`src/hw/tileMem_params.svh`:
```
/*
 * Tile data-memory wrapper
 * Widths, memory and queue depths, tile-id field position
 */
`ifndef TILE_MEM_PARAMS_SVH
`define TILE_MEM_PARAMS_SVH

// Word and address widths
`define DATA_WIDTH      32
`define ADDR_WIDTH      32
`define BYTE_EN_WIDTH   4   // One enable per byte lane

// Tile id lives in the top address byte
`define TILE_ID_WIDTH   8
`define TILE_ID_LSB     24

`define MEM_INDEX_WIDTH 10  // 1024 words of data memory
`define FIFO_DEPTH      2   // Entries per outgoing queue
`define FAB_READY_WIDTH 4   // Ready lines from the fabric

`endif

```
`src/hw/coreMemPkg.sv`:
```
/*
 * Core-side memory types
 * Data word, address, byte enables and word indexing
 */
`default_nettype none

`include "tileMem_params.svh"

package coreMemPkg;

   // Core bus
   typedef logic [`DATA_WIDTH-1:0]    tData;
   typedef logic [`ADDR_WIDTH-1:0]    tAddr;
   typedef logic [`BYTE_EN_WIDTH-1:0] tByteEn;   // Lane mask, bit 0 is the low byte

   // Word index into the data memory
   typedef logic [`MEM_INDEX_WIDTH-1:0] tMemIndex;

   // Byte lane inside a word, low address bits
   typedef logic [$clog2(`BYTE_EN_WIDTH)-1:0] tByteOffset;

endpackage

`default_nettype wire

```
`src/hw/fabricPkg.sv`:
```
/*
 * Fabric transaction types
 * Opcode, tile id, ready lines and the transaction packet
 */
`default_nettype none

`include "tileMem_params.svh"

package fabricPkg;

   // ==================================================
   // Identifiers and flow control
   // ==================================================
   typedef logic [`TILE_ID_WIDTH-1:0]   tTileId;
   typedef logic [`FAB_READY_WIDTH-1:0] tFabReady;   // One per downstream queue

   typedef enum logic [1:0] {
      RD     = 2'b00,   // Read request
      WR     = 2'b01,   // Full-word write
      RD_RSP = 2'b10    // Read response back to requestor
   } tOpcode;

   // ==================================================
   // Transaction packet, 74 bits
   // ==================================================
   typedef struct packed {
      coreMemPkg::tAddr address;   // Target tile id in top byte
      coreMemPkg::tData data;
      tOpcode           opcode;
      tTileId           requestorId; // Where a response goes
   } tTileTrans;

endpackage

`default_nettype wire

```
`src/hw/fabricOutArbiter.sv`:
```
/*
 * Outgoing fabric arbiter
 * Round-robin between response and request queues, same-cycle grant
 */
`timescale 1ns/1ns
`default_nettype none

module fabricOutArbiter (
   input var logic                 Clock,
   input var logic                 reset,
   input var logic                 rspEmpty,
   input var fabricPkg::tTileTrans rspData,
   input var logic                 reqEmpty,
   input var fabricPkg::tTileTrans reqData,
   input var fabricPkg::tFabReady  fabReady,
   output logic                    rspPop,
   output logic                    reqPop,
   output logic                    outFabricValid,
   output fabricPkg::tTileTrans    outFabric
);

   typedef enum logic {
      GRANT_RSP = 1'b0,
      GRANT_REQ = 1'b1
   } tGrant;

   tGrant lastGrant;   // Who won the last contended or lone grant
   logic  allReady;
   logic  rspElig, reqElig;

   // Naive back-pressure: wait for every fabric lane
   assign allReady = &fabReady;
   assign rspElig  = !rspEmpty && allReady;
   assign reqElig  = !reqEmpty && allReady;

   // Tie goes to the side not served last
   assign rspPop = rspElig && (!reqElig || (lastGrant == GRANT_REQ));
   assign reqPop = reqElig && (!rspElig || (lastGrant == GRANT_RSP));

   assign outFabricValid = rspPop || reqPop;
   assign outFabric      = rspPop ? rspData : (reqPop ? reqData : '0);

   always_ff @(posedge Clock) begin
      if (reset) begin
         lastGrant <= GRANT_REQ;   // Responses first after reset
      end else if (rspPop) begin
         lastGrant <= GRANT_RSP;
      end else if (reqPop) begin
         lastGrant <= GRANT_REQ;
      end
   end

endmodule

`default_nettype wire

```
`config.mk`:
```
export PLATFORM = sky130hd
export DESIGN_NAME = fabricOutArbiter
export DESIGN_NICKNAME = d
export VERILOG_FILES = /design/src/hw/coreMemPkg.sv /design/src/hw/fabricPkg.sv /design/src/hw/fabricOutArbiter.sv
export VERILOG_INCLUDE_DIRS = /design/src /design/src/hw
export SDC_FILE = /design/constraint.sdc
export NUM_CORES = 1
export LEC_CHECK = 0
export ABC_CLOCK_PERIOD_IN_PS = 3200
export BUFFER_PORTS_ARGS = -buffer_cell sky130_fd_sc_hd__buf_2
export CAP_MARGIN = 10
export CORE_AREA = 2 2 91 93
export DETAILED_ROUTE_END_ITERATION = 8
export DIE_AREA = 0 0 93 95
export GPL_ROUTABILITY_DRIVEN = 0
export PLACE_DENSITY = 0.62
export SETUP_SLACK_MARGIN = 0.2
export SLEW_MARGIN = 20
export SYNTH_ARGS = -nofsm -noshare
export SYNTH_HDL_FRONTEND = slang
export SYNTH_SLANG_ARGS = --single-unit
```
`constraint.sdc`:
```
create_clock -name Clock -period 3.2 [get_ports Clock]
set_input_delay 0.64 -clock Clock [delete_from_list [all_inputs] [get_ports Clock]]
set_output_delay 0.64 -clock Clock [all_outputs]
set_load 0.03 [all_outputs]
```
==> results of run 1 <==
-- synthesized netlist by cell type --
cell      number  area [um^2]
o21ba_2        1         10.0
inv_1          2         7.51
buf_6          1         11.3
buf_2         16         80.1
buf_4          5         37.5
nor2b_1        1         6.26
nor3b_1        1         7.51
o21ai_0        1         5.00
nor2_1        74          278
o311ai_0       1         8.76
clkbuf_1      10         37.5
a32oi_1       74          648
dfxtp_1        1         20.0
nand2b_1       1         6.26
nand4_1        1         6.26
a21oi_1        1         5.00
-- where the power goes --
| group | internal [uW] | switching, uW | leakage [uW] |
|---|---|---|---|
| clock network | 0 | 0 | 0 |
| registers | 13.0 | 0.280 | 0.00000814 |
| logic | 122 | 142 | 0.00128 |
| total | 135 | 142 | 0.00129 |
-- critical path: stages --
cell	delay, ns
buf_2	0.11
o21ba_2	0.25
buf_12	0.25
a32oi_1	0.12
nor2_1	0.12
buf_2	0.20
-- stage by stage --
step / area [um^2] / instances / worst slack (ns) / total power (uW) / hold WS, ns
detailed placement: 2380 / 501 / 0.793 / 275 / 0.588
floorplan: 1170 / 191 / 0.766 / 152 / 0.516
finish: 2380 / 501 / 0.799 / 278 / 0.598
CTS: 2380 / 501 / 0.793 / 276 / 0.603
global route: 2380 / 501 / 0.669 / 303 / 0.638
global placement: 2380 / 501 / 0.821 / 267 / 0.587
-- worst paths after layout --
check	start	end	slack, ns	cells after the start
max reg2reg	lastGrant	lastGrant	2.41	1
max	rspEmpty	outFabric[57]	0.80	6
min reg2reg	lastGrant	lastGrant	0.60	2
min	lastGrant	lastGrant	0.60	2
-- metal layers --
| layer | wire [um] | up-vias |
|---|---|---|
| li1 | - | 1181 |
| met1 | 2760 | 1132 |
| met2 | 3290 | 137 |
| met3 | 500 | 2 |
| met4 | 12 | 0 |
| met5 | 0 | - |
-- cell type report --
type	instances	area [um^2]
Multi-Input combinational cell	156	983
Fill cell	877	5550
Sequential cell	1	20.0
Timing Repair Buffer	237	1240
Tap cell	105	131
Inverter	2	7.51
-- logic make-up (layout without fill, tap and decap cells) --
group,after synthesis,in the layout,synth area share
compound gates,78,78,0.576
simple gates,78,78,0.259
buf+inv,34,239,0.148
flops,1,1,0.0170
==> metrics, run 1 <==
yosys warns=0; Post-Route WL=6560 um; RSZ-0062 raised after global routing=false; Final Critical Period=2.40 ns; leading cell type in the layout, fill and taps excluded=buf_2; HP Class=reg2reg; pwr dens=117 nW/um^2; most frequent cells in the layout=buf_2, a32oi_1, nor2_1; floorplan die height=95 um; Layout Area Growth over Synthesis=102%; max FFs per register=1; GR Util met1=0.159; CP arrival=1.76 ns; Final Util=0.300; GR peak layer=met2; sequential fraction of the synthesis area=0.0170; die span in x=93 um; hold_buf cts=0; Nets=554; Max Cap Viol=0; period utilisation layout=0.750; post-synthesis cell area=1170 um^2; Remaining Overflow, GRT=0; vias post-DR=2452; Worst-Margin Slew=0.404 ns; # resized after CTS=0; peak supply drop=101 uV; Initial DRT Pass Iterations=4; Clock Pin Slew Worst Setup and Hold Paths=0 ns; Detail Route Antenna Nets=0; Largest regs=lastGrant x1; Rel. slew slack=0.731; Final Skew=0 ns; first-pass GRT wire length=9200 um; crit end category=output port; Synth Register Bits=1; initial DRC count=86; Setup Buffers After CTS=0; Worst-Skew Late Latency=0 ns; Core ar.=7930 um^2; Pleak=0.00129 uW; pin count of the biggest net entering global routing=80; outcome=finished clean; critical path startpoint category=primary input; Synth Area per Inst=6.15 um^2; vias per std cell=4.89; f_max=417 MHz; antenna cells=0; Routed wire per std cell=13.1 um; IO Port Bufs=232; Biggest register=lastGrant; IO Count=233; share of cells above drive strength 1=0.606; GRT Total Usage=0.122; Syn Inst Count=191; die area=8840 um^2; met3 Usage GRT=0.00718; largest fanout on the critical path=75; kind of critical path=in2out; Distinct cells, synth=16; final slew viol count=0; final setup fails=0; antenna violations before repair=0; DPL Wire Length=4820 um; row cnt=33; DRC=0; grt met2 use=0.233; vias in the first global route=1939; initial core utilization=0.148; syn_nets=347; hold violation count in the final report=0; CP Data Required Time=2.56 ns; post-route setup TNS=0 ns
Note: power is estimated with default switching activity, not from simulation.
==> run 2: changes to the inputs <==
Settings changed: ABC_AREA from default to 1, ABC_CLOCK_PERIOD_IN_PS 3200 to 2100, PLACE_DENSITY 0.62 to 0.7.
Clock period 3.2 ns to 2.1 ns, I/O delays scaled along.
==> run 2 against run 1 <==
  * First-iteration DRC count rose by 55%
  * Power rose by 62%
  * Via count rose by 33%
  * Synthesized cell count rose by 51%
  * Critical path type unchanged
  * Flip-flop and latch count did not move
  * Utilization rose by 12 points
  * Worst hold slack improved by 0.0090 ns
  * Critical endpoint is now outFabric[64]
  * Sequential power rose by 53%
  * Worst setup slack got worse by 0.59 ns
==> metrics, run 2 <==
Final Critical Period=1.89 ns; DP Cell Count=587; Post-Route WL=9320 um; Yosys top cell by area=nand4_1; antenna violations before repair=0; die area=8840 um^2; final slew viol count=0; Final Skew=0 ns; post-route setup TNS=0 ns; kind of critical path=in2out; hold violation count in the final report=0; floorplan die height=95 um; design area=3310 um^2; Slowest-stage cell, CP=buf_2; sequential fraction of the synthesis area=0.0125; yosys warns=0; Biggest register=lastGrant; CP peak stage delay=0.19 ns; Largest regs=lastGrant x1; initial DRC count=133; Distinct cells, synth=13; most frequent cells in the layout=buf_2, nand4_1, nand2_1; critical path startpoint category=primary input; IO Count=233; CP Data Required Time=1.68 ns; Clk network pwr share=0; leading cell type in the layout, fill and taps excluded=buf_2; Tot Pwr=448 uW; FILL cells=793; row cnt=33; post-synthesis cell area=1600 um^2; Rel. slew slack=0.794; pin count of the biggest net entering global routing=76; Post-DP Area=2750 um^2; first-pass GRT wire length=11700 um; Comb power frac=0.955; antenna cells=0; share of cells above drive strength 1=0.531; f_max=530 MHz; CP arrival=1.47 ns; Worst-Margin Slew=0.309 ns; Core ar.=7930 um^2; peak supply drop=68.4 uV; GRT Total Usage=0.152; pwr dens=136 nW/um^2; IO Port Bufs=232; Initial DRT Pass Iterations=5; RSZ-0062 raised after global routing=true; Max Cap Viol=0; initial core utilization=0.202; Psw=230 uW; largest fanout on the critical path=20; Internal=219 uW; Flop pwr share=0.045; Worst-Skew Late Latency=0 ns; Pleak=0.00192 uW; Synth Register Bits=1; Synth Area per Inst=5.53 um^2; final setup fails=0; period utilisation layout=0.898; top-count cell post-synth=nand4_1; area share of the largest cell type after synthesis=0.579; syn_nets=445; crit end category=output port; Nets=655; DPL Wire Length=5590 um; Syn Inst Count=289; max FFs per register=1; Synth top cells by count=nand4_1, nand2_1, buf_2; outcome=finished clean; vias per std cell=5.40; ys flop type=dfxtp_1; Final Util=0.417; number of synthesized flops with an enable pin=0; HP Class=in2reg; Clock Pin Slew Worst Setup and Hold Paths=0 ns; Remaining Overflow, GRT=0; Synth area leaders=nand4_1, nand2_1, buf_2; Async SR Flop Fraction=0; Routed wire per std cell=15.5 um; vias post-DR=3253; DRC=0; sw frac=0.512; fin cells=602; crit-path cells=buf_2 -> nand2_2 -> nor2_4 -> buf_12 -> buf_12 -> clkbuf_16 -> nand4_1 -> nand2_1 -> buf_2; die span in x=93 um; vias in the first global route=2666; Layout Area Growth over Synthesis=107%; Detail Route Antenna Nets=0
-- run 2: cell count changes after synthesis, sizes merged, moves of 3 or more --
cell,delta
nand2,+84
inv,+3
nor2,-73
a32oi,-74
buf,+17
nand4,+147
-- run 2: worst max-delay path: cells and delay by family --
kind                   cells  cell delay [ns]
buffers and inverters      5             0.72
and+or+nand+nor            4             0.33
-- run 2: area by class of cell --
cell class,count,area (um^2),share of cell area
Tap cell,105,131,0.0397
Inverter,5,18.8,0.00568
Sequential cell,1,20.0,0.00606
Multi-Input combinational cell,235,1280,0.386
Timing Repair Buffer,256,1860,0.562
-- run 2: layer usage --
metal,GRT usage,vias up,wire [um]
met1,0.180,1481,3840
met2,0.298,224,4560
li1,-,1536,-
met5,0,-,0
met4,0.0135,0,104
met3,0.0208,12,815
-- run 2: cell families (layout without fill, tap and decap cells) --
group / Yosys count / after routing / synth area share
AND/OR/NAND/NOR: 234 / 234 / 0.789
buffers and inverters: 53 / 261 / 0.196
AO/OA/AOI/OAI: 1 / 1 / 0.00313
flip-flops: 1 / 1 / 0.0125
-- run 2: per-stage QoR --
stage	hold WS [ns]	setup slack [ns]
floorplan	0.512	0.294
global placement	0.607	0.173
detailed placement	0.607	0.126
CTS	0.609	0.169
global route	0.636	0.154
finish	0.607	0.214
-- run 2: power by group through the flow --
stage	Clock, uW	Combinational, uW	Sequential (uW)
2_1_floorplan	0	172	20.1
3_3_place_gp	0	354	20.5
3_5_place_dp	0	360	20.4
4_1_cts	0	368	20.4
5_1_grt	0	460	20.5
6_report	0	428	20.4
-- run 2: final timing paths --
check	end	slack [ns]	start	cells past startpoint
max	outFabric[64]	0.21	fabReady[3]	9
min	lastGrant	0.61	reset	3
max reg2reg	lastGrant	0.88	lastGrant	6
min reg2reg	lastGrant	0.62	lastGrant	4
-- run 2: timing repair --
action / 4_1_cts / 5_1_grt
setup buffers: 1 / 2
hold buffers: 0 / 0
endpoints found under the setup margin: 7 / 77
cloned: 1 / 11
pin swaps: 1 / 5
gates resized for setup: 1 / 119
