[src/hw/tileMem_params.svh]
/*
 * Tile data-memory wrapper
 * Widths, memory and queue depths, tile-id field position
 */
`ifndef TILE_MEM_PARAMS_SVH
`define TILE_MEM_PARAMS_SVH

// Word and address widths
`define DATA_WIDTH      32
`define ADDR_WIDTH      32
`define BYTE_EN_WIDTH   4   // One enable per byte lane

// Tile id lives in the top address byte
`define TILE_ID_WIDTH   8
`define TILE_ID_LSB     24

`define MEM_INDEX_WIDTH 10  // 1024 words of data memory
`define FIFO_DEPTH      2   // Entries per outgoing queue
`define FAB_READY_WIDTH 4   // Ready lines from the fabric

`endif

[src/hw/coreMemPkg.sv]
/*
 * Core-side memory types
 * Data word, address, byte enables and word indexing
 */
`default_nettype none

`include "tileMem_params.svh"

package coreMemPkg;

   // Core bus
   typedef logic [`DATA_WIDTH-1:0]    tData;
   typedef logic [`ADDR_WIDTH-1:0]    tAddr;
   typedef logic [`BYTE_EN_WIDTH-1:0] tByteEn;   // Lane mask, bit 0 is the low byte

   // Word index into the data memory
   typedef logic [`MEM_INDEX_WIDTH-1:0] tMemIndex;

   // Byte lane inside a word, low address bits
   typedef logic [$clog2(`BYTE_EN_WIDTH)-1:0] tByteOffset;

endpackage

`default_nettype wire

[src/hw/fabricPkg.sv]
/*
 * Fabric transaction types
 * Opcode, tile id, ready lines and the transaction packet
 */
`default_nettype none

`include "tileMem_params.svh"

package fabricPkg;

   // ==================================================
   // Identifiers and flow control
   // ==================================================
   typedef logic [`TILE_ID_WIDTH-1:0]   tTileId;
   typedef logic [`FAB_READY_WIDTH-1:0] tFabReady;   // One per downstream queue

   typedef enum logic [1:0] {
      RD     = 2'b00,   // Read request
      WR     = 2'b01,   // Full-word write
      RD_RSP = 2'b10    // Read response back to requestor
   } tOpcode;

   // ==================================================
   // Transaction packet, 74 bits
   // ==================================================
   typedef struct packed {
      coreMemPkg::tAddr address;   // Target tile id in top byte
      coreMemPkg::tData data;
      tOpcode           opcode;
      tTileId           requestorId; // Where a response goes
   } tTileTrans;

endpackage

`default_nettype wire

[src/hw/memPortIf.sv]
/*
 * One data-memory port
 * Word index, byte-enabled write, registered read data
 */
`timescale 1ns/1ns
`default_nettype none

`include "tileMem_params.svh"

interface memPortIf;

   logic [`MEM_INDEX_WIDTH-1:0] index;    // Word address
   logic [`DATA_WIDTH-1:0]      wrData;
   logic [`BYTE_EN_WIDTH-1:0]   byteEn;
   logic                        wrEn;
   logic [`DATA_WIDTH-1:0]      rdData;   // Word at index of previous edge

   // Block that issues accesses
   modport requester (output index, wrData, byteEn, wrEn, input rdData);

   // The RAM itself
   modport memory (input index, wrData, byteEn, wrEn, output rdData);

endinterface

`default_nettype wire

[src/hw/coreReqRouter.sv]
/*
 * Core request router
 * Local accesses go to port A with lane alignment, remote ones to the
 * request queue. Holds the core while a remote read is outstanding.
 */
`timescale 1ns/1ns
`default_nettype none

`include "tileMem_params.svh"

module coreReqRouter (
   input var logic                 Clock,
   input var logic                 reset,
   input var fabricPkg::tTileId    localTileId,
   input var coreMemPkg::tData     dMemWrData,
   input var coreMemPkg::tAddr     dMemAddress,
   input var coreMemPkg::tByteEn   dMemByteEn,
   input var logic                 dMemWrEn,
   input var logic                 dMemRdEn,
   output coreMemPkg::tData        dMemRdRsp,
   output logic                    dMemReady,
   memPortIf.requester             memPort,
   output logic                    reqPush,
   output fabricPkg::tTileTrans    reqPushData,
   input var logic                 reqFull,
   input var logic                 inFabricValid,
   input var fabricPkg::tTileTrans inFabric
);

   fabricPkg::tTileId      addrTile;
   logic                   isLocal;
   coreMemPkg::tByteOffset byteOffset, offsetQ;
   logic                   outstanding;        // Remote read in flight
   logic                   fabRspValid, fabRspValidQ;
   coreMemPkg::tData       fabRspDataQ;
   logic                   rdEnQ;              // Local read one stage on
   coreMemPkg::tData       localRdData;

   // ==================================================
   // Address decode
   // ==================================================
   assign addrTile   = dMemAddress[`TILE_ID_LSB +: `TILE_ID_WIDTH];
   assign isLocal    = (addrTile == '0) || (addrTile == localTileId);
   assign byteOffset = dMemAddress[$bits(coreMemPkg::tByteOffset)-1:0];

   // Local access on port A, data and lanes moved up to the offset
   assign memPort.index  = dMemAddress[$bits(coreMemPkg::tByteOffset) +: `MEM_INDEX_WIDTH];
   assign memPort.wrData = dMemWrData << {byteOffset, 3'b000};
   assign memPort.byteEn = dMemByteEn << byteOffset;
   assign memPort.wrEn   = dMemWrEn && isLocal;

   // ==================================================
   // Remote requests into the queue
   // ==================================================
   assign reqPush = (dMemWrEn || dMemRdEn) && !isLocal;

   always_comb begin
      reqPushData.address     = dMemAddress;   // Full address, tile id included
      reqPushData.data        = dMemWrData;
      reqPushData.requestorId = localTileId;
      if (dMemWrEn) begin
         reqPushData.opcode = fabricPkg::WR;
      end else begin
         reqPushData.opcode = fabricPkg::RD;
      end
   end

   // Response to our own remote read
   assign fabRspValid = outstanding && inFabricValid && (inFabric.opcode == fabricPkg::RD_RSP);

   always_ff @(posedge Clock) begin
      if (reset) begin
         outstanding  <= 1'b0;
         fabRspValidQ <= 1'b0;
         rdEnQ        <= 1'b0;
      end else begin
         if (fabRspValid) begin
            outstanding <= 1'b0;
         end else if (dMemRdEn && !isLocal) begin
            outstanding <= 1'b1;   // Core stalls from next cycle
         end
         fabRspValidQ <= fabRspValid;
         rdEnQ        <= dMemRdEn && isLocal;
      end
   end

   // Core held off on a pending read or a full queue
   assign dMemReady = !outstanding && !reqFull;

   // ==================================================
   // Read return path
   // ==================================================
   always_ff @(posedge Clock) begin
      offsetQ     <= byteOffset;      // Lines up with memory read data
      fabRspDataQ <= inFabric.data;
   end

   assign localRdData = memPort.rdData >> {offsetQ, 3'b000};   // Zero fill from top

   // Second stage, fabric response wins; holds between results
   always_ff @(posedge Clock) begin
      if (fabRspValidQ) begin
         dMemRdRsp <= fabRspDataQ;
      end else if (rdEnQ) begin
         dMemRdRsp <= localRdData;
      end
   end

endmodule

`default_nettype wire

[src/flat_wrapper.sv]
// flat-port wrapper written by rule: the top's interface ports become plain ports
module coreReqRouter_flat 
  (Clock, reset, localTileId, dMemWrData, dMemAddress, dMemByteEn, dMemWrEn, dMemRdEn, dMemRdRsp, dMemReady, reqPush, reqPushData, reqFull, inFabricValid, inFabric, memPort_index, memPort_wrData, memPort_byteEn, memPort_wrEn, memPort_rdData);
  memPortIf memPort_i ();
  input var logic Clock;
  input var logic reset;
  input var fabricPkg::tTileId localTileId;
  input var coreMemPkg::tData dMemWrData;
  input var coreMemPkg::tAddr dMemAddress;
  input var coreMemPkg::tByteEn dMemByteEn;
  input var logic dMemWrEn;
  input var logic dMemRdEn;
  output coreMemPkg::tData dMemRdRsp;
  output logic dMemReady;
  output logic reqPush;
  output fabricPkg::tTileTrans reqPushData;
  input var logic reqFull;
  input var logic inFabricValid;
  input var fabricPkg::tTileTrans inFabric;
  output wire logic [$bits(memPort_i.index)-1:0] memPort_index;
  output wire logic [$bits(memPort_i.wrData)-1:0] memPort_wrData;
  output wire logic [$bits(memPort_i.byteEn)-1:0] memPort_byteEn;
  output wire logic [$bits(memPort_i.wrEn)-1:0] memPort_wrEn;
  input wire logic [$bits(memPort_i.rdData)-1:0] memPort_rdData;
  assign memPort_index = memPort_i.index;
  assign memPort_wrData = memPort_i.wrData;
  assign memPort_byteEn = memPort_i.byteEn;
  assign memPort_wrEn = memPort_i.wrEn;
  assign memPort_i.rdData = memPort_rdData;
  coreReqRouter u_core (.Clock(Clock), .reset(reset), .localTileId(localTileId), .dMemWrData(dMemWrData), .dMemAddress(dMemAddress), .dMemByteEn(dMemByteEn), .dMemWrEn(dMemWrEn), .dMemRdEn(dMemRdEn), .dMemRdRsp(dMemRdRsp), .dMemReady(dMemReady), .memPort(memPort_i), .reqPush(reqPush), .reqPushData(reqPushData), .reqFull(reqFull), .inFabricValid(inFabricValid), .inFabric(inFabric));
endmodule
[config.mk]
export PLATFORM = sky130hd
export DESIGN_NAME = coreReqRouter_flat
export DESIGN_NICKNAME = d
export VERILOG_FILES = /design/src/hw/coreMemPkg.sv /design/src/hw/fabricPkg.sv /design/src/hw/memPortIf.sv /design/src/hw/coreReqRouter.sv /design/src/flat_wrapper.sv
export VERILOG_INCLUDE_DIRS = /design/src /design/src/hw
export SDC_FILE = /design/constraint.sdc
export NUM_CORES = 1
export LEC_CHECK = 0
export BUFFER_PORTS_ARGS = -buffer_cell sky130_fd_sc_hd__buf_2
export CAP_MARGIN = 40
export CORE_AREA = 4 4 132 134
export CTS_CLUSTER_SIZE = 8
export DETAILED_ROUTE_END_ITERATION = 7
export DIE_AREA = 0 0 136 138
export GPL_TIMING_DRIVEN = 0
export HOLD_SLACK_MARGIN = 0.08
export SYNTH_ARGS = -nofsm -noshare
export SYNTH_HDL_FRONTEND = slang
export SYNTH_SLANG_ARGS = --single-unit
[constraint.sdc]
create_clock -name Clock -period 1.4 [get_ports Clock]
set_input_delay 0.07 -clock Clock [delete_from_list [all_inputs] [get_ports Clock]]
set_output_delay 0.07 -clock Clock [all_outputs]
set_load 0.05 [all_outputs]
==> impl_metrics.toml <==
[outcome]
status = "finished, violations left"
violations = "setup timing"

[placement]
place_area_mm2 = 0.00566
gp_congestion = 0.792
dp_hpwl_um = 11300
dp_slack_ps = -312
port_buffers = 279
dp_cells = 899

[sta]
fin_hold_ws_ps = 131
report.final.slew_viol_count = 0
hold_viol_final = 0
post-route-worst-setup-slack_ps = -93.9
timing.final.crit_share = 1.07
setup_violations = 16
rsz0062_at_grt = "yes"
skew_ps = 5.42
max_freq_ghz = 0.669
period_needed_ps = 1490

[detailed_routing]
wire_per_inst_um = 15.1
post_drt_via_cell_ratio = 4.14
drc = 0
drt-initial-drc-count = 111
ant_nets = 0
num_vias = 3958
wirelength_um = 14500
first_pass_iters = 4

[global_route]
met3_usage = 0.0407
met2_usage = 0.278
grtUsageMet1 = 0.159
grt_pass1_wl_um = 22000
gr-max-usage-layer = "met2"
gr-usage-all-layers = 0.148
grt_pass1_vias = 4216
antenna_found_initial = 1
grt_max_degree = 14
grt_overflow = 0

[floorplanning]
dieArea_mm2 = 0.0188
rows = 47
die_w_um = 136
start_util = 0.243
ios = 343
die_y_um = 138
core_area_mm2 = 0.0163

[worst_hold_path]
min-delay-path-class = "in -> reg"

[pwr]
peakVddDrop_mv = 0.556
power_density_mw_per_mm2 = 1040
p_leak_nw = 3.22

[cells_and_area]
layout-drive-gt1-share = 0.634
final_cell_area_mm2 = 0.00676
syn_to_final_growth_pct = 71.0
diodes = 0
final-seq-area_mm2 = 0.00170
fin_nets = 920
final-instance-count-excl-fill = 957
layout_commonest_cell = "buf_2"
n_fill_cell = 1607
multi_input_area_mm2 = 0.00177
final_cell_mix = "buf_2, buf_4, nand2_1"

[setup_path]
critPathKind = "reg -> reg"
end_kind = "flop"
path_buf_inv = 2
required_ps = 1480
cp_top_family = "multiplexers"
slowest_stage = "dfxtp_2"
path_cells = "buf_8 -> buf_12 -> mux2i_4 -> a21oi_2 -> mux2_2"
cp_max_fo = 10
r2r_slack_ps = -90
worstSetupStartpointType = "flop"
arrival_ps = 1570
crit_path_max_incr_delay_ps = 330

[logic_synthesis]
avgSynthCellArea_um2 = 9.89
seq_area_frac_synth = 0.430
ys_ff_latch = 69
synth_cell_type_count = 35
yosys_warnings = 0
synth_area_mm2 = 0.00396
synth_nets = 588
synth_cells = 400

[clock_tree]
cts_root_buf = "clkbuf_16"
path_clk_slew_ps = 60
clk_latency_ps = 330
cts_sinks = 69
clock_path_buffers = 2
cts_max_level = 3
cts_tree = "built"
numCtsBuffers = 9

[job]
maxCapViolations = 0
sequential cells by signal, summed over array words and instances (netlist names):
signal               count
u_core.dMemRdRsp        32
u_core.fabRspDataQ      32
u_core.offsetQ           2
u_core.fabRspValidQ      1
u_core.outstanding       1
u_core.rdEnQ             1
tightest hold or removal path, cell delays in order:
cell	delay [ps]
buf_2	110
nand2_1	50
o21ai_0	120
cell usage after synthesis:
cell | n | area (um2)
dfxtp_1 | 37 | 741
o21a_1 | 1 | 7.51
and2_1 | 9 | 56.3
a41o_1 | 1 | 10.0
o21ai_0 | 16 | 80.1
nand2_1 | 43 | 161
nor2_2 | 1 | 6.26
nor3b_2 | 1 | 12.5
a211oi_1 | 15 | 113
or2_2 | 1 | 6.26
nor4_2 | 2 | 25.0
o22ai_1 | 1 | 6.26
o21ai_1 | 16 | 80.1
or2_1 | 1 | 6.26
buf_6 | 2 | 22.5
nor2b_1 | 20 | 125
buf_1 | 2 | 7.51
buf_4 | 84 | 631
and3b_1 | 1 | 8.76
conb_1 | 1 | 3.75
mux2i_1 | 34 | 340
xor2_1 | 8 | 70.1
a21oi_1 | 17 | 85.1
nor2_1 | 12 | 45.0
clkbuf_2 | 1 | 5.00
nand3b_1 | 1 | 7.51
buf_12 | 1 | 20.0
a211oi_2 | 2 | 25.0
a21boi_1 | 1 | 7.51
buf_2 | 12 | 60.1
clkbuf_1 | 5 | 18.8
mux2_2 | 16 | 180
nor3b_1 | 1 | 7.51
edfxtp_1 | 32 | 961
nor4_1 | 2 | 12.5
through the flow:
| step | TNS, ps | total power [mW] | utilization |
|---|---|---|---|
| global route | -1790 | 7.30 | 0.415 |
| finish | -1070 | 7.01 | 0.415 |
| detailed placement | -16470 | 4.13 | 0.347 |
| CTS | -1240 | 7.07 | 0.413 |
| floorplan | -28.9 | 3.59 | - |
| global placement | -16170 | 4.13 | 0.347 |
routing by layer:
layer / share of wire / wire length, um
met5: 0.00097 / 14
met4: 0.016 / 235
met3: 0.090 / 1300
met2: 0.52 / 7590
met1: 0.37 / 5350
cell families (layout without fill, tap and decap cells):
kind of cell              Yosys count  count (layout)  synth area share
xor gates and xnor gates            8               8            0.0177
and+or+nand+nor                    95              97             0.121
DFF                                69              69             0.430
other                               1               1          0.000948
buffers and inverters             107             442             0.193
muxes                              50              50             0.132
AOI/OAI and AO/OA                  70              70             0.105
area by class of cell:
class,count,area share
Buffer,104,0.117
Clock buffer,10,0.0370
Clock inverter,6,0.0172
Multi-Input combinational cell,226,0.262
Sequential cell,69,0.252
Tap cell,220,0.0407
Timing Repair Buffer,322,0.274
power by group:
| group | switching (mW) | total [mW] | leakage, nW | internal, mW |
|---|---|---|---|---|
| logic | 1.32 | 2.09 | 2.44 | 0.763 |
| registers | 0.0252 | 2.21 | 0.601 | 2.19 |
| clock network | 0.856 | 2.72 | 0.178 | 1.86 |
| total | 2.21 | 7.01 | 3.22 | 4.81 |
path summary, 6_finish.rpt:
check / to / depth (start not counted) / startpoint
min: u_core.dMemRdRsp[30] / 3 / memPort_rdData[30]
min reg2reg: u_core.dMemRdRsp[29] / 2 / u_core.fabRspDataQ[29]
max: u_core.dMemRdRsp[7] / 5 / u_core.offsetQ[1]
max reg2reg: u_core.dMemRdRsp[7] / 5 / u_core.offsetQ[1]
timing repair:
action / 4_1_cts / 5_1_grt
endpoints found under the setup margin: 78 / 54
resized for setup: 59 / 15
hold endpoints to repair: 37 / 0
hold buffers: 39 / 0
pin swaps: 12 / 8
gates cloned: 3 / 0
buffers inserted: 4 / 0
No activity file was read; power rests on OpenSTA's default activity.
