$ cat src/hw/tileMem_params.svh
/*
 * Tile data-memory wrapper
 * Widths, memory and queue depths, tile-id field position
 */
`ifndef TILE_MEM_PARAMS_SVH
`define TILE_MEM_PARAMS_SVH

// Word and address widths
`define DATA_WIDTH      32
`define ADDR_WIDTH      32
`define BYTE_EN_WIDTH   4   // One enable per byte lane

// Tile id lives in the top address byte
`define TILE_ID_WIDTH   8
`define TILE_ID_LSB     24

`define MEM_INDEX_WIDTH 10  // 1024 words of data memory
`define FIFO_DEPTH      2   // Entries per outgoing queue
`define FAB_READY_WIDTH 4   // Ready lines from the fabric

`endif

$ cat src/hw/coreMemPkg.sv
/*
 * Core-side memory types
 * Data word, address, byte enables and word indexing
 */
`default_nettype none

`include "tileMem_params.svh"

package coreMemPkg;

   // Core bus
   typedef logic [`DATA_WIDTH-1:0]    tData;
   typedef logic [`ADDR_WIDTH-1:0]    tAddr;
   typedef logic [`BYTE_EN_WIDTH-1:0] tByteEn;   // Lane mask, bit 0 is the low byte

   // Word index into the data memory
   typedef logic [`MEM_INDEX_WIDTH-1:0] tMemIndex;

   // Byte lane inside a word, low address bits
   typedef logic [$clog2(`BYTE_EN_WIDTH)-1:0] tByteOffset;

endpackage

`default_nettype wire

$ cat src/hw/fabricPkg.sv
/*
 * Fabric transaction types
 * Opcode, tile id, ready lines and the transaction packet
 */
`default_nettype none

`include "tileMem_params.svh"

package fabricPkg;

   // ==================================================
   // Identifiers and flow control
   // ==================================================
   typedef logic [`TILE_ID_WIDTH-1:0]   tTileId;
   typedef logic [`FAB_READY_WIDTH-1:0] tFabReady;   // One per downstream queue

   typedef enum logic [1:0] {
      RD     = 2'b00,   // Read request
      WR     = 2'b01,   // Full-word write
      RD_RSP = 2'b10    // Read response back to requestor
   } tOpcode;

   // ==================================================
   // Transaction packet, 74 bits
   // ==================================================
   typedef struct packed {
      coreMemPkg::tAddr address;   // Target tile id in top byte
      coreMemPkg::tData data;
      tOpcode           opcode;
      tTileId           requestorId; // Where a response goes
   } tTileTrans;

endpackage

`default_nettype wire

$ cat src/hw/memPortIf.sv
/*
 * One data-memory port
 * Word index, byte-enabled write, registered read data
 */
`timescale 1ns/1ns
`default_nettype none

`include "tileMem_params.svh"

interface memPortIf;

   logic [`MEM_INDEX_WIDTH-1:0] index;    // Word address
   logic [`DATA_WIDTH-1:0]      wrData;
   logic [`BYTE_EN_WIDTH-1:0]   byteEn;
   logic                        wrEn;
   logic [`DATA_WIDTH-1:0]      rdData;   // Word at index of previous edge

   // Block that issues accesses
   modport requester (output index, wrData, byteEn, wrEn, input rdData);

   // The RAM itself
   modport memory (input index, wrData, byteEn, wrEn, output rdData);

endinterface

`default_nettype wire

$ cat src/hw/fabricReqServer.sv
/*
 * Fabric request server
 * Writes incoming WR to port B, answers RD with a queued RD_RSP
 */
`timescale 1ns/1ns
`default_nettype none

`include "tileMem_params.svh"

module fabricReqServer (
   input var logic                 Clock,
   input var logic                 reset,
   input var fabricPkg::tTileId    localTileId,
   input var logic                 inFabricValid,
   input var fabricPkg::tTileTrans inFabric,
   memPortIf.requester             memPort,
   output logic                    rspPush,
   output fabricPkg::tTileTrans    rspPushData
);

   logic              rdReq;
   coreMemPkg::tAddr  rspAddrQ;   // Response header, one cycle on
   fabricPkg::tTileId rspIdQ;

   // Every fabric access targets the data memory
   assign memPort.index  = inFabric.address[$bits(coreMemPkg::tByteOffset) +: `MEM_INDEX_WIDTH];
   assign memPort.wrData = inFabric.data;
   assign memPort.byteEn = '1;   // Whole word
   assign memPort.wrEn   = inFabricValid && (inFabric.opcode == fabricPkg::WR);

   assign rdReq = inFabricValid && (inFabric.opcode == fabricPkg::RD);

   always_ff @(posedge Clock) begin
      if (reset) begin
         rspPush <= 1'b0;
      end else begin
         rspPush <= rdReq;   // Memory word ready next cycle
      end
   end

   // Header, address points back at the requestor tile
   always_ff @(posedge Clock) begin
      rspAddrQ <= {inFabric.requestorId, inFabric.address[`TILE_ID_LSB-1:0]};
      rspIdQ   <= localTileId;
   end

   always_comb begin
      rspPushData.address     = rspAddrQ;
      rspPushData.data        = memPort.rdData;   // Read on previous edge
      rspPushData.opcode      = fabricPkg::RD_RSP;
      rspPushData.requestorId = rspIdQ;
   end

endmodule

`default_nettype wire

$ cat src/flat_wrapper.sv
// flat-port wrapper written by rule: the top's interface ports become plain ports
module fabricReqServer_flat 
  (Clock, reset, localTileId, inFabricValid, inFabric, rspPush, rspPushData, memPort_index, memPort_wrData, memPort_byteEn, memPort_wrEn, memPort_rdData);
  memPortIf memPort_i ();
  input var logic Clock;
  input var logic reset;
  input var fabricPkg::tTileId localTileId;
  input var logic inFabricValid;
  input var fabricPkg::tTileTrans inFabric;
  output logic rspPush;
  output fabricPkg::tTileTrans rspPushData;
  output wire logic [$bits(memPort_i.index)-1:0] memPort_index;
  output wire logic [$bits(memPort_i.wrData)-1:0] memPort_wrData;
  output wire logic [$bits(memPort_i.byteEn)-1:0] memPort_byteEn;
  output wire logic [$bits(memPort_i.wrEn)-1:0] memPort_wrEn;
  input wire logic [$bits(memPort_i.rdData)-1:0] memPort_rdData;
  assign memPort_index = memPort_i.index;
  assign memPort_wrData = memPort_i.wrData;
  assign memPort_byteEn = memPort_i.byteEn;
  assign memPort_wrEn = memPort_i.wrEn;
  assign memPort_i.rdData = memPort_rdData;
  fabricReqServer u_core (.Clock(Clock), .reset(reset), .localTileId(localTileId), .inFabricValid(inFabricValid), .inFabric(inFabric), .memPort(memPort_i), .rspPush(rspPush), .rspPushData(rspPushData));
endmodule
$ cat config.mk
export PLATFORM = sky130hd
export DESIGN_NAME = fabricReqServer_flat
export DESIGN_NICKNAME = d
export VERILOG_FILES = /design/src/hw/coreMemPkg.sv /design/src/hw/fabricPkg.sv /design/src/hw/memPortIf.sv /design/src/hw/fabricReqServer.sv /design/src/flat_wrapper.sv
export VERILOG_INCLUDE_DIRS = /design/src /design/src/hw
export SDC_FILE = /design/constraint.sdc
export NUM_CORES = 1
export LEC_CHECK = 0
export ABC_AREA = 1
export BUFFER_PORTS_ARGS = -buffer_cell sky130_fd_sc_hd__buf_2
export CAP_MARGIN = 20
export CORE_AREA = 2 2 92 94
export CTS_CLUSTER_DIAMETER = 30
export DETAILED_ROUTE_END_ITERATION = 7
export DIE_AREA = 0 0 94 96
export PLACE_DENSITY = 0.66
export SYNTH_ARGS = -nofsm -noshare
export SYNTH_HDL_FRONTEND = slang
export SYNTH_SLANG_ARGS = --single-unit
$ cat constraint.sdc
create_clock -name Clock -period 1.2 [get_ports Clock]
set_clock_uncertainty 0.1 [all_clocks]
set_input_delay 0.12 -clock Clock [delete_from_list [all_inputs] [get_ports Clock]]
set_output_delay 0.12 -clock Clock [all_outputs]
set_load 0.01 [all_outputs]
==> results of run 1 <==
==> how the worst min path moves through the flow <==
stage,startpoint,to,slack (ns),depth (start not counted)
floorplan,inFabric[42],u_core.rspAddrQ[0],0.05,0
global placement,inFabric[64],u_core.rspAddrQ[22],0.12,1
global route,memPort_rdData[2],rspPushData[12],0.14,0
finish,inFabric[23],memPort_wrData[13],0.14,0
detailed placement,localTileId[3],u_core.rspIdQ[3],0.12,1
CTS,inFabric[29],memPort_wrData[19],0.14,0
==> final cells by class <==
class / count / area [um2]
Sequential cell: 41 / 821
Tap cell: 105 / 131
Fill cell: 815 / 6010
Clock buffer: 6 / 82.6
Inverter: 3 / 11.3
Timing Repair Buffer: 139 / 911
Clock inverter: 2 / 37.5
Multi-Input combinational cell: 10 / 42.5
==> Yosys cell counts <==
cell	count
nor2_2	1
dfxtp_1	41
nand2_1	1
conb_1	2
inv_1	3
nand2_2	1
nor2_1	1
buf_4	80
==> state kept, by name, summed over array words and instances (netlist names) <==
register	count
u_core.rspAddrQ	32
u_core.rspIdQ	8
u_core.rspPush	1
==> report_power, final <==
part,total [mW],switching (mW),internal (mW)
logic,0.339,0.136,0.202
registers,1.45,0.0169,1.43
clock network,1.12,0.449,0.676
==> kinds of logic after synthesis <==
logic type | synth area share
other cells | 0.00514
buf+inv | 0.419
simple gates | 0.0137
flops | 0.562
==> per-stage QoR <==
step           cell area (um2)  setup WS, ns  power [mW]
2_1_floorplan             1480         0.603        1.81
3_3_place_gp              1490         0.462        1.70
3_5_place_dp              1490         0.448        1.71
4_1_cts                   2040        0.0508        2.95
5_1_grt                   2040        0.0339        3.03
6_report                  2040        0.0547        2.91
==> worst max-delay path, stage by stage <==
cell	delay (ns)
dlygate4sd3_1	0.54
buf_2	0.13
buf_2	0.13
==> metal layers <==
metal  wire length (um)  vias up  global-route usage  share of wire
met2               1850      111               0.139           0.47
li1                   -      438                   -              -
met4                234        0              0.0676          0.060
met3                802       41              0.0564           0.20
met1               1030      405              0.0424           0.26
met5                  0        -                   0              0
==> impl_metrics.env, run 1 <==
export IMPL_status="complete, no violations"
export IMPL_viasPerCell=3.25
export IMPL_cts_hold_buf=43
export IMPL_drt_initial_drc_count=6
export IMPL_synth_warnings=0
export IMPL_rows=33
export IMPL_io_buffers=96
export IMPL_drive_gt1_frac=0.527
export IMPL_cts_resized=0
export IMPL_crit_arrival_ns=0.93
export IMPL_cap_violations=0
export IMPL_whs_ns=0.140
export IMPL_synth_top_cells_by_area="dfxtp_1 (56%), buf_4 (41%), inv_1 (0.77%), conb_1 (0.51%), nand2_2 (0.43%)"
export IMPL_hold_viol=0
export IMPL_syn_avg_cell_area_um2=11.2
export IMPL_grt_pass1_wl_um=4890
export IMPL_syn_area_um2=1460
export IMPL_critPathRequiredTime_ns=0.98
export IMPL_dp_cells=255
export IMPL_crit_start="inFabric[50]"
export IMPL_fp_dieArea_um2=9020
export IMPL_clockRootBuffer="clkbuf_8"
export IMPL_post_cts_buffers=0
export IMPL_fp_dieW_um=94
export IMPL_ctsHtreeMaxLevel=2
export IMPL_clock_path_buffers=2
export IMPL_hpwl_um=2840
export IMPL_core_um2=8050
export IMPL_tritoncts="built"
export IMPL_fin_setup_tns_ns=0
export IMPL_post_route_util=0.253
export IMPL_first_pass_iters=3
export IMPL_num_antenna_cells=0
export IMPL_yosys_area_top_type="dfxtp_1"
export IMPL_cts_buffers=5
export IMPL_post_route_period_util=0.954
export IMPL_final_common_cell="buf_2"
export IMPL_end_kind="primary output"
export IMPL_final_setup_viol_count=0
export IMPL_hp_class="in -> out"
export IMPL_area_growth_pct=39.5
export IMPL_synth_distinct_cells=8
export IMPL_ant_nets=0
export IMPL_cts_sinks=41
export IMPL_io_pins=239
export IMPL_fin_cells=306
export IMPL_drv_slew=0
export IMPL_cp_max_fo=2
export IMPL_totalWireLength_um=3920
export IMPL_grt_max_degree=14
export IMPL_grtUsageTotal=0.0743
export IMPL_seq_area_frac_synth=0.562
export IMPL_endpoint="memPort_index[6]"
export IMPL_final_net_count=317
export IMPL_grt_setup_unrepaired="false"
export IMPL_gp_congestion=0.525
export IMPL_fmax_ghz=0.873
export IMPL_setup_worst_path_start_class="input pin"
export IMPL_drc=0
export IMPL_initial_core_util=0.181
export IMPL_vias=995
export IMPL_syn_inst=130
export IMPL_most_common_layout_cells="buf_2 (96), dlygate4sd3_1 (43), dfxtp_1 (41)"
export IMPL_synth_seq_cells=41
export IMPL_grt_pass1_vias=953
export IMPL_worstSetupPathType="in -> out"
export IMPL_vdd_ir_drop_max_mv=0.456
export IMPL_min_period_ns=1.15
export IMPL_power_density_nw_per_um2=1430
export IMPL_antenna_found_initial=0
export IMPL_synth_top_area_share=0.562
export IMPL_wire_per_inst_um=12.8
export IMPL_grt_overflow=0
export IMPL_p_leak_nw=1.01
export IMPL_die_y_um=96
(Power assumes the default switching activity.)
==> run 2, diff against run 1 <==
- ABC_AREA: 1 -> not set
- PLACE_DENSITY: 0.66 -> 0.65
- SETUP_SLACK_MARGIN: not set -> 0.5
==> run 2 against run 1 <==
Net effect:
- the run now ends with hold timing left
- first-iteration DRC count is 83% higher
- core utilization up 0.99 points
- combinational power increased by 6.8%
- cell count fell by 2.3%
- total power decreased by 4.6%
- synthesized area down 0.51%
- critical path depth shrank 2
- cell area increased by 3.9%
- clock power decreased by 15%
- critical path type is now reg -> out
- count of clock-buffer cells in the layout down 1
- sequential share of layout area fell by 0.46 points
- sequential power is essentially flat
==> impl_metrics.env, run 2 <==
export IMPL_register_area_um2=843
export IMPL_yosys_area_top_type="dfxtp_1"
export IMPL_cts_buffers=5
export IMPL_num_fill_cells=860
export IMPL_cp_top_family="flip-flops"
export IMPL_multi_input_area_um2=46.3
export IMPL_synth_distinct_cells=5
export IMPL_worstSetupPathType="reg -> out"
export IMPL_tritoncts="built"
export IMPL_ant_nets=0
export IMPL_hold_viol=1
export IMPL_synth_seq_cells=41
export IMPL_grt_pass1_vias=992
export IMPL_io_buffers=96
export IMPL_most_common_layout_cells="buf_2 (77), dlygate4sd3_1 (40), dfxtp_1 (23)"
export IMPL_wire_per_inst_um=11.4
export IMPL_seq_area_frac_synth=0.565
export IMPL_final_common_cell="buf_2"
export IMPL_area_growth_pct=45.7
export IMPL_fp_dieW_um=94
export IMPL_synth_top_area_share=0.565
export IMPL_synth_top_cells_by_area="dfxtp_1 (57%), buf_4 (41%), nor4b_2 (1.0%), and3b_1 (0.60%), conb_1 (0.52%)"
export IMPL_viasPerCell=3.27
export IMPL_yosys_most_used_dff="dfxtp_1"
export IMPL_min_period_ns=0.961
export IMPL_hp_class="in -> reg"
export IMPL_critPathRequiredTime_ns=0.98
export IMPL_cts_hold_buf=40
export IMPL_grt_overflow=0
export IMPL_syn_area_um2=1450
export IMPL_power_density_nw_per_um2=1310
export IMPL_grtUsageTotal=0.0726
export IMPL_ctsHtreeMaxLevel=2
export IMPL_fin_setup_tns_ns=0
export IMPL_p_leak_nw=1.01
export IMPL_synth_edf_count=0
export IMPL_crit_slowest_cell="dfxtp_1"
export IMPL_die_y_um=96
export IMPL_totalWireLength_um=3400
export IMPL_synth_warnings=0
export IMPL_first_pass_iters=3
export IMPL_end_kind="primary output"
export IMPL_status="finished with violations"
export IMPL_grt_pass1_wl_um=4730
export IMPL_cp_num_buf_inv=1
export IMPL_grt_setup_unrepaired="true"
export IMPL_largest_reg_flops=32
export IMPL_whs_ns=-0.134
export IMPL_clockRootBuffer="clkbuf_8"
export IMPL_drive_gt1_frac=0.637
export IMPL_fmax_ghz=1.04
export IMPL_clock_path_buffers=2
export IMPL_syn_avg_cell_area_um2=11.6
export IMPL_drv_slew=0
export IMPL_crit_arrival_ns=0.74
export IMPL_drt_initial_drc_count=11
export IMPL_violations="hold timing"
export IMPL_path_cells="buf_2"
export IMPL_fp_dieArea_um2=9020
export IMPL_post_route_period_util=0.801
export IMPL_gp_congestion=0.664
export IMPL_vias=978
export IMPL_critPathMaxStageDelay_ns=0.32
export IMPL_antenna_found_initial=1
export IMPL_synth_common_cells="buf_4 (80), dfxtp_1 (41), conb_1 (2)"
export IMPL_drc=0
export IMPL_vdd_ir_drop_max_mv=0.449
export IMPL_syn_inst=125
export IMPL_final_setup_viol_count=0
export IMPL_synth_most_common_cell="buf_4"
export IMPL_grt_max_degree=16
export IMPL_io_pins=239
export IMPL_setup_worst_path_start_class="flop"
export IMPL_initial_core_util=0.180
export IMPL_core_um2=8050
export IMPL_cp_max_fo=1
export IMPL_cap_violations=0
export IMPL_clk_pin_slew_ns=0.09
export IMPL_rows=33
export IMPL_cts_sinks=41
export IMPL_top_regs="u_core.rspAddrQ: 32 flops, u_core.rspIdQ: 8 flops, u_core.rspPush: 1 flops"
export IMPL_largest_register="u_core.rspAddrQ"
export IMPL_power_mw=2.78
export IMPL_final_net_count=309
export IMPL_hpwl_um=2410
export IMPL_async_reset_ff_frac=0
## run 2: changes by cell type after synthesis, sizes merged
cell   change
inv        -3
nor4b      +1
nand2      -2
nor2       -2
and3b      +1
## run 2: what timing repair did
| action | in CTS | in global routing |
|---|---|---|
| buffers inserted | 0 | 0 |
| endpoints found under the setup margin | 42 | 42 |
| gates cloned | 0 | 0 |
| hold endpoints to repair | 41 | 1 |
| resized for setup | 10 | 28 |
## run 2: path summary, 6_finish.rpt
path                                start              end  slack [ns]  cells past startpoint
worst max-delay path  u_core.rspAddrQ[25]  rspPushData[67]        0.24                      1
worst min-delay path          inFabric[9]   u_core.rspPush       -0.13                      2
## run 2: layout make-up
| type | instances | share of cell area |
|---|---|---|
| repair buffers | 136 | 0.472 |
| flip-flops and latches | 41 | 0.398 |
| well taps | 105 | 0.0621 |
| clock buffers | 5 | 0.0325 |
| diodes | 1 | 0.00118 |
| clock inverters | 3 | 0.0118 |
| multi-input cells | 8 | 0.0219 |
## run 2: layer usage
layer | share of wire | vias up | GRT usage
met1 | 0.32 | 428 | 0.0589
met4 | 0.075 | 0 | 0.0761
met3 | 0.13 | 34 | 0.0517
li1 | - | 427 | -
met2 | 0.47 | 89 | 0.111
met5 | 0 | - | 0
## run 2: power by group
| part | leakage, nW | internal [mW] | switching (mW) |
|---|---|---|---|
| Clock | 0.0452 | 0.424 | 0.531 |
| Combinational | 0.615 | 0.232 | 0.130 |
| Sequential | 0.346 | 1.44 | 0.0233 |
## run 2: cells by family (layout without fill, tap and decap cells)
family | Yosys count | count (layout) | synth area share
flops | 41 | 41 | 0.565
other cells | 2 | 7 | 0.00517
simple gates | 2 | 2 | 0.0164
buf+inv | 80 | 144 | 0.413
## run 2: stage by stage
stage | cells | util | hold slack, ns | area, um2 | setup slack (ns)
after detailed placement | 250 | 0.184 | 0.124 | 1480 | 0.420
after floorplan | 129 | - | 0.0477 | 1470 | 0.625
after global placement | 250 | 0.184 | 0.122 | 1480 | 0.445
final | 299 | 0.263 | -0.134 | 2120 | 0.239
after global routing | 298 | 0.263 | -0.158 | 2110 | 0.192
after CTS | 298 | 0.250 | -0.146 | 2010 | 0.214
